**src/hw/dcache_pkg.sv**
```systemverilog
package dcache_pkg;

    // default geometry, overridden through the top level parameters
    parameter int DEF_INDEX_WIDTH       = 6;
    parameter int DEF_WORD_OFFSET_WIDTH = 4;

    localparam int LINE_BITS  = 32 << DEF_WORD_OFFSET_WIDTH;  // 512
    localparam int LINE_WORDS = LINE_BITS / 32;
    localparam int LINE_BYTES = LINE_BITS / 8;
    localparam int TAG_WIDTH  = 32 - DEF_INDEX_WIDTH - DEF_WORD_OFFSET_WIDTH - 2;

    typedef enum logic [1:0] {
        SZ_BYTE = 2'd0,
        SZ_HALF = 2'd1,
        SZ_WORD = 2'd2
    } size_e;

    // one cache line, read by word or written by byte
    typedef union packed {
        logic [LINE_WORDS-1:0][31:0] w;
        logic [LINE_BYTES-1:0][7:0]  b;
    } line_u;

    typedef enum logic [3:0] {
        IDLE      = 4'd0,
        LOOKUP    = 4'd1,
        WRITEBACK = 4'd2,
        MISS      = 4'd3,
        REFILL    = 4'd4,
        RESPOND   = 4'd5
    } ctrl_state_e;

endpackage

```
**src/hw/dcache_ifs.sv**
```systemverilog
interface req_if import dcache_pkg::*; #(
    parameter int INDEX_WIDTH       = DEF_INDEX_WIDTH,
    parameter int WORD_OFFSET_WIDTH = DEF_WORD_OFFSET_WIDTH
);
    logic [31:0]                  addr;
    logic [TAG_WIDTH-1:0]         tag;
    logic [INDEX_WIDTH-1:0]       index;
    logic [WORD_OFFSET_WIDTH-1:0] word;
    line_u                        wline;  // store data on its lanes
    logic [LINE_BYTES-1:0]        bmask;  // zero for loads
    logic                         op;     // 1 = store
    size_e                        size;
    logic                         sgn;
    logic                         ale;

    modport stage (output addr, tag, index, word, wline, bmask, op, size, sgn, ale);
    modport ctrl  (input op, ale);
    modport ways  (input tag, index, wline, bmask);
    modport port  (input tag, index);
endinterface


```
**src/hw/dcache_req_stage.sv**
```systemverilog
module dcache_req_stage import dcache_pkg::*; #(
    parameter int INDEX_WIDTH       = DEF_INDEX_WIDTH,
    parameter int WORD_OFFSET_WIDTH = DEF_WORD_OFFSET_WIDTH
) (
    input  logic        clk,
    input  logic        rstn,
    input  logic        i_accept,
    input  logic        i_op,
    input  logic [31:0] i_addr,
    input  logic [31:0] i_wdata,
    input  size_e       i_size,
    input  logic        i_signed,
    input  logic        i_from_fill,
    input  line_u       i_hit_line,
    input  line_u       i_fill_line,
    output logic [31:0] o_rdata,
    output logic        o_ale,
    req_if.stage        r
);
    logic [31:0] wdata_q;
    logic [31:0] lane_data;  // store data copied to every lane
    logic [3:0]  lanes;
    line_u       src;
    logic [31:0] word_d;
    logic [7:0]  byte_d;
    logic [15:0] half_d;

    always_ff @(posedge clk) begin
        if (i_accept) begin
            r.addr  <= i_addr;
            wdata_q <= i_wdata;
        end
    end

    always_ff @(posedge clk) begin
        if (!rstn) begin
            r.op   <= 1'b0;
            r.size <= SZ_WORD;
            r.sgn  <= 1'b0;
        end else if (i_accept) begin
            r.op   <= i_op;
            r.size <= i_size;
            r.sgn  <= i_signed;
        end
    end

    assign r.tag   = r.addr[31 -: TAG_WIDTH];
    assign r.index = r.addr[WORD_OFFSET_WIDTH+2 +: INDEX_WIDTH];
    assign r.word  = r.addr[2 +: WORD_OFFSET_WIDTH];
    assign r.ale   = ((r.size == SZ_HALF) && r.addr[0]) ||
                     ((r.size == SZ_WORD) && (r.addr[1:0] != 2'b00));
    assign o_ale   = r.ale;

    always_comb begin
        case (r.size)
            SZ_BYTE: begin
                lanes     = 4'b0001 << r.addr[1:0];
                lane_data = {4{wdata_q[7:0]}};
            end
            SZ_HALF: begin
                lanes     = 4'b0011 << r.addr[1:0];
                lane_data = {2{wdata_q[15:0]}};
            end
            default: begin
                lanes     = 4'b1111;
                lane_data = wdata_q;
            end
        endcase
        for (int i = 0; i < LINE_BYTES; i++) begin
            r.wline.b[i] = lane_data[8*(i%4) +: 8];
        end
        r.bmask = r.op ? ({{(LINE_BYTES-4){1'b0}}, lanes} << {r.word, 2'b00}) : '0;
    end

    // load path, sign or zero extended
    always_comb begin
        src    = i_from_fill ? i_fill_line : i_hit_line;
        word_d = src.w[r.word];
        byte_d = word_d[{r.addr[1:0], 3'b000} +: 8];
        half_d = r.addr[1] ? word_d[31:16] : word_d[15:0];
        case (r.size)
            SZ_BYTE: o_rdata = {{24{r.sgn & byte_d[7]}}, byte_d};
            SZ_HALF: o_rdata = {{16{r.sgn & half_d[15]}}, half_d};
            default: o_rdata = word_d;
        endcase
    end

endmodule

```
**src/flat_wrapper.sv**
```systemverilog
// flat-port wrapper written by rule: the top's interface ports become plain ports
module dcache_req_stage_flat import dcache_pkg::*;
#(
    parameter int INDEX_WIDTH       = DEF_INDEX_WIDTH,
    parameter int WORD_OFFSET_WIDTH = DEF_WORD_OFFSET_WIDTH
)
  (clk, rstn, i_accept, i_op, i_addr, i_wdata, i_size, i_signed, i_from_fill, i_hit_line, i_fill_line, o_rdata, o_ale, r_addr, r_tag, r_index, r_word, r_wline, r_bmask, r_op, r_size, r_sgn, r_ale);
  req_if #(.INDEX_WIDTH(INDEX_WIDTH), .WORD_OFFSET_WIDTH(WORD_OFFSET_WIDTH)) r_i ();
  input  logic clk;
  input  logic rstn;
  input  logic i_accept;
  input  logic i_op;
  input  logic [31:0] i_addr;
  input  logic [31:0] i_wdata;
  input  size_e i_size;
  input  logic i_signed;
  input  logic i_from_fill;
  input  line_u i_hit_line;
  input  line_u i_fill_line;
  output logic [31:0] o_rdata;
  output logic o_ale;
  output wire logic [$bits(r_i.addr)-1:0] r_addr;
  output wire logic [$bits(r_i.tag)-1:0] r_tag;
  output wire logic [$bits(r_i.index)-1:0] r_index;
  output wire logic [$bits(r_i.word)-1:0] r_word;
  output wire logic [$bits(r_i.wline)-1:0] r_wline;
  output wire logic [$bits(r_i.bmask)-1:0] r_bmask;
  output wire logic [$bits(r_i.op)-1:0] r_op;
  output wire logic [$bits(r_i.size)-1:0] r_size;
  output wire logic [$bits(r_i.sgn)-1:0] r_sgn;
  output wire logic [$bits(r_i.ale)-1:0] r_ale;
  assign r_addr = r_i.addr;
  assign r_tag = r_i.tag;
  assign r_index = r_i.index;
  assign r_word = r_i.word;
  assign r_wline = r_i.wline;
  assign r_bmask = r_i.bmask;
  assign r_op = r_i.op;
  assign r_size = r_i.size;
  assign r_sgn = r_i.sgn;
  assign r_ale = r_i.ale;
  dcache_req_stage #(.INDEX_WIDTH(INDEX_WIDTH), .WORD_OFFSET_WIDTH(WORD_OFFSET_WIDTH)) u_core (.clk(clk), .rstn(rstn), .i_accept(i_accept), .i_op(i_op), .i_addr(i_addr), .i_wdata(i_wdata), .i_size(i_size), .i_signed(i_signed), .i_from_fill(i_from_fill), .i_hit_line(i_hit_line), .i_fill_line(i_fill_line), .o_rdata(o_rdata), .o_ale(o_ale), .r(r_i));
endmodule
```
**config.mk**
```make
export PLATFORM = sky130hd
export DESIGN_NAME = dcache_req_stage_flat
export DESIGN_NICKNAME = d
export VERILOG_FILES = /design/src/hw/dcache_pkg.sv /design/src/hw/dcache_ifs.sv /design/src/hw/dcache_req_stage.sv /design/src/flat_wrapper.sv
export SDC_FILE = /design/constraint.sdc
export NUM_CORES = 1
export LEC_CHECK = 0
export ABC_CLOCK_PERIOD_IN_PS = 3450
export BUFFER_PORTS_ARGS = -buffer_cell sky130_fd_sc_hd__buf_2
export CELL_PAD_IN_SITES_DETAIL_PLACEMENT = 1
export CELL_PAD_IN_SITES_GLOBAL_PLACEMENT = 2
export CORE_AREA = 2 2 686 688
export CTS_CLUSTER_DIAMETER = 40
export DETAILED_ROUTE_END_ITERATION = 10
export DIE_AREA = 0 0 688 690
export PLACE_DENSITY = 0.3
export RECOVER_POWER = 50
export REMOVE_ABC_BUFFERS = 1
export SLEW_MARGIN = 20
export SYNTH_ARGS = -nofsm -noshare
export SYNTH_HDL_FRONTEND = slang
export SYNTH_SLANG_ARGS = --single-unit
```
**constraint.sdc**
```tcl
create_clock -name clk -period 3.45 [get_ports clk]
set_input_delay 0.345 -clock clk [delete_from_list [all_inputs] [get_ports clk]]
set_output_delay 0.345 -clock clk [all_outputs]
set_load 0.005 [all_outputs]
```
; Word level (Yosys, flattened, before mapping)
; Cells that the tools add are included.
[word_totals]
ff_bits = 68
output_inout_bits = 676
[classes]
n_lt_le_gt_ge = 1
n_eq_ne = 2
shifts = 4
mux = 8
bitwise_logic = 2
n_reduce_logical = 5
[ops]
columns = cell, n
row1 = 512-bit 2-to-1 mux, 1
row2 = 32-bit binary-select mux with 4-bit select, 1
row3 = 32-bit one-hot mux with 2 select lines, 2
row4 = 64-bit 2-to-1 mux, 1
row5 = 4-bit by 6-bit left shift with 64-bit output, 1
row6 = 32-bit 2-to-1 mux, 1
row7 = 32-bit by 6-bit variable part select with 8-bit output, 1
row8 = 16-bit 2-to-1 mux, 1
row9 = 4-bit one-hot mux with 2 select lines, 1
row10 = 4-bit by 5-bit less-than comparator with 1-bit output (second input constant), 1
row11 = 1-bit by 2-bit left shift with 4-bit output (first input constant), 1
row12 = 2-bit by 2-bit left shift with 4-bit output (first input constant), 1
row13 = 1-bit bitwise AND, 2
row14 = 2-bit by 1-bit == test with 1-bit output (second input constant), 1
row15 = 2-bit == test (second input constant), 1
row16 = 1-bit logical AND, 2
row17 = 2-bit logical NOT, 1
row18 = 2-bit nonzero test, 1
row19 = 1-bit logical OR, 1

; Logic depth before layout (Yosys ltp)
[depth]
word_depth = 6
ltp_mapped = 12
mapped_depth_nobuf = 7

; Least setup slack after synthesis
; No wires, ideal clock.
[synth_timing]
path_type = reg-to-output
from = register u_core.r.size[0]
to = output port r_wline[124]
t_arrival_ns = 2.581
setup_slack_ns = 0.524
path_stages_with_launch = 7
path_buffers = 4
path_cell_list = dfxtp_1 clkbuf_1 clkbuf_1 clkbuf_1 mux2i_1 o21ai_0 buf_4
[synth_via]
elab_chain_cells = 2
word_cells_on_any_way = 3
[synth_lines]
columns = element, line_no
row1 = from (decl), dcache_ifs.sv:16  ; modport stage (output addr, tag, index, word, wline, bmask, op, size, sgn, ale);
row2 = from (signal assigned), dcache_req_stage.sv:42  ; r.size <= i_size;
row3 = 2-bit by 1-bit == test with 1-bit output / 2-bit logical NOT (equally long branches), dcache_req_stage.sv:55  ; case (r.size)
row4 = 32-bit one-hot mux with 2 select lines *, dcache_req_stage.sv:55
row5 = to (decl), flat_wrapper.sv:26  ; output wire logic [$bits(r_i.wline)-1:0] r_wline;
; Mark *: on every way between the ends. The rest lies on a longest branch, timed or not.

; Final worst setup path
[layout_timing]
from = register u_core.r.addr[2]
to = output port o_rdata[27]
[layout_via]
elab_chain_cells = 5
word_cells_on_any_way = 7
[layout_lines]
columns = element, line_no
row1 = from (decl), dcache_ifs.sv:16
row2 = from (signal assigned), dcache_req_stage.sv:30  ; r.addr <= i_addr;
row3 = 32-bit binary-select mux with 4-bit select *, dcache_req_stage.sv:78  ; word_d = src.w[r.word];
row4 = 32-bit 2-to-1 mux (not written as such) *, dcache_req_stage.sv:78
row5 = 32-bit by 6-bit variable part select with 8-bit output / 16-bit 2-to-1 mux (equally long branches), "dcache_req_stage.sv:79, dcache_req_stage.sv:80"
row6 = "1-bit bitwise AND, on equally long branches", "dcache_req_stage.sv:82, dcache_req_stage.sv:83"
row7 = 32-bit one-hot mux with 2 select lines *, dcache_req_stage.sv:81  ; case (r.size)
row8 = to (decl), flat_wrapper.sv:20  ; output logic [31:0] o_rdata;
; Mark *: on every way between the ends. The rest lies on a longest branch, timed or not. The select of a mux whose other input is x is not followed.

==> flow_metrics.env <==
export IMPL_outcome="finished, violations left"
export IMPL_violations="max-capacitance violations, max-slew violations, negative setup slack"
export IMPL_synthToLayoutAreaGrowth_pct=101.1
export IMPL_critPathRequiredTime_ns=3.11
export IMPL_cts_hold_buf=0
export IMPL_synth_edf_count=64
export IMPL_grt_overflow_total=0
export IMPL_htreeDepth=3
export IMPL_portBuffers=1771
export IMPL_clkSlewWorstSetupHoldPaths_ns=0.07
export IMPL_grt_use_total_pct=9.755
export IMPL_place_inst=9130
export IMPL_p_per_area_mw_per_mm2=236.3
export IMPL_final_common_cell="buf_2"
export IMPL_yosys_cell_types_count=49
export IMPL_hold_slack_ns=0.1375
export IMPL_final_area_sq_mm=0.03229
export IMPL_via_per_inst=2.174
export IMPL_rsz0062_at_grt="true"
export IMPL_period_needed_ns=3.804
export IMPL_utilization_pct=6.919
export IMPL_core_sq_mm=0.4667
export IMPL_fmax_ghz=0.2629
export IMPL_hold_viol=0
export IMPL_timing_slew_headroom_pct=-42.56
export IMPL_synthesis_area_sq_mm=0.01605
export IMPL_layout_common_cells="buf_2 (1645), mux4_2 (227), buf_4 (167)"
export IMPL_grt_pass1_wl_microns=292500
export IMPL_placed_area_sq_mm=0.03066
export IMPL_crit_fanout=9
export IMPL_gp_congestion=0.8804
export IMPL_fin_cells=9234
export IMPL_initial_core_util_pct=3.440
export IMPL_cts_sinks=68
export IMPL_endpoint_kind="output port"
export IMPL_post_route_drc_count=0
export IMPL_fp_dieW_microns=688
export IMPL_cts_buffers=9
export IMPL_cts_root_buf="clkbuf_16"
export IMPL_arrival_ns=3.46
export IMPL_ant_nets=0
export IMPL_vias=20078
export IMPL_fin_setup_tns_ns=-9.065
export IMPL_setup_viol_count_final=32
export IMPL_ys_ff_latch=68
export IMPL_clk_latency_ns=0.37
export IMPL_yosys_warnings=0
export IMPL_grt_max_degree=70
export IMPL_num_io_pins=1772
export IMPL_slew_violations=70
export IMPL_synth_top_cells_by_area="mux4_2 (32%), buf_4 (25%), edfxtp_1 (12%)"
export IMPL_async_flop_share_pct=0
export IMPL_synth_top_area_cell="mux4_2"
export IMPL_fillCellCount=55918
export IMPL_peakVddDrop_mv=0.2546
export IMPL_wl_per_cell_microns=26.27
export IMPL_synth_ff_type="edfxtp_1"
export IMPL_hold_class="input port to register"
export IMPL_die_h_microns=690
export IMPL_die_area_sq_mm=0.4747
export IMPL_nets=4076
export IMPL_setup_slack_ns=-0.3540
export IMPL_synth_seq_area_share_pct=12.47
export IMPL_cts_tree="built"
export IMPL_dr_pass1_iters=5
export IMPL_drt_iter0_drc=1128
export IMPL_drive_gt1_share_pct=79.53
export IMPL_grt_pass1_vias=21454
export IMPL_place_hpwl_microns=223900
export IMPL_cts_path_max_buffers=2
export IMPL_syn_inst=1564
export IMPL_critPathKind="register to output port"
export IMPL_fin_skew_ns=0
export IMPL_avgSynthCellArea_sq_um=10.26
export IMPL_crit_path_start_kind="register"
export IMPL_power_mw=7.630
export IMPL_wl_microns=242500
export IMPL_cap_viol_max_count=1
export IMPL_antenna_found_initial=204
export IMPL_pre_cts_ws_ns=-0.7659
export IMPL_synth_top_area_share_pct=31.84
export IMPL_leakagePower_nw=12.84
export IMPL_worst_pin_slew_ns=2.138
export IMPL_min_period_over_period_pct=110.3
export IMPL_fp_row_count=251
-- flip-flops by register name, indices dropped and copies added (netlist names) --
register	flops
u_core.wdata_q	32
u_core.r.size	2
u_core.r.op	1
u_core.r.sgn	1
u_core.r.addr	32
-- worst max-delay path, cell delays in order (launching register included) --
cell	delay, ns
edfxtp_1	0.45
buf_12	0.21
buf_12	0.17
buf_4	0.13
mux2i_1	0.11
a22oi_1	0.20
buf_4	0.19
a21oi_2	0.10
o41ai_4	0.37
buf_4	0.16
nand4_1	0.09
buf_6	0.16
or2_4	0.34
buf_4	0.17
nand3_2	0.07
buf_2	0.13
-- path summary, 6_finish.rpt --
kind | startpoint | endpoint | slack [ns] | cells after the start
worst max-delay path | u_core.r.addr[2] | o_rdata[27] | -0.35 | 15
worst min-delay path | i_addr[18] | u_core.r.addr[18] | 0.14 | 1
worst min register to register | u_core.r.sgn | u_core.r.sgn | 0.68 | 2
worst max register to register | u_core.r.size[1] | u_core.r.size[1] | 1.56 | 3
-- per-layer routing --
| layer | part of all wire (%) | wire, microns | GRT usage, % | up-vias |
|---|---|---|---|---|
| li1 | - | - | - | 8304 |
| met1 | 41 | 98270 | 11.60 | 10121 |
| met2 | 52 | 125900 | 18.34 | 1189 |
| met3 | 5.9 | 14320 | 2.164 | 372 |
| met4 | 1.5 | 3536 | 0.7393 | 92 |
| met5 | 0.24 | 571 | 0 | - |
-- what timing repair did --
action | CTS | global route
gates resized for setup | 128 | 49
buffers inserted | 19 | 16
cloned | 2 | 4
endpoints found under the setup margin | 32 | 35
hold endpoints to repair | 0 | 0
pin swaps | 8 | 20
-- cell type report --
| type | count | area, sq um | area share [%] |
|---|---|---|---|
| repair buffers | 2041 | 11940 | 36.98 |
| clock inverters | 5 | 52.55 | 0.1628 |
| inverters | 4 | 20.02 | 0.06200 |
| well taps | 6198 | 7755 | 24.02 |
| diodes | 51 | 127.6 | 0.3953 |
| multi-input cells | 856 | 10140 | 31.41 |
| clock buffers | 11 | 242.7 | 0.7518 |
| flip-flops and latches | 68 | 2007 | 6.216 |
-- report_power, final --
group	internal, mW	total, mW	switching [mW]
clock network	0.576	1.01	0.435
logic	2.50	5.59	3.08
registers	0.978	1.03	0.0535
-- synthesized netlist by cell type, types with 5 or more instances --
library cell,count
mux4_2,227
mux2i_1,118
a211oi_1,5
buf_12,5
nor2_1,91
buf_1,9
buf_2,30
nor3_1,8
nand3_2,17
mux2_2,39
edfxtp_1,64
buf_6,22
nor2b_1,17
o21ai_0,39
a221oi_1,12
o221ai_1,10
nand3_1,31
a22oi_1,40
buf_4,535
nand2_1,89
o211ai_1,12
a21oi_1,46
clkbuf_1,33
-- cells by family after synthesis --
kind of cell           count (synthesis)  synth area share (%)
buffers and inverters                641                 29.48
muxes                                385                 42.01
and+or+nand+nor                      279                 8.214
AOI/OAI and AO/OA                    191                 7.833
DFF                                   68                 12.47
Power figures use the tool's default switching activity.
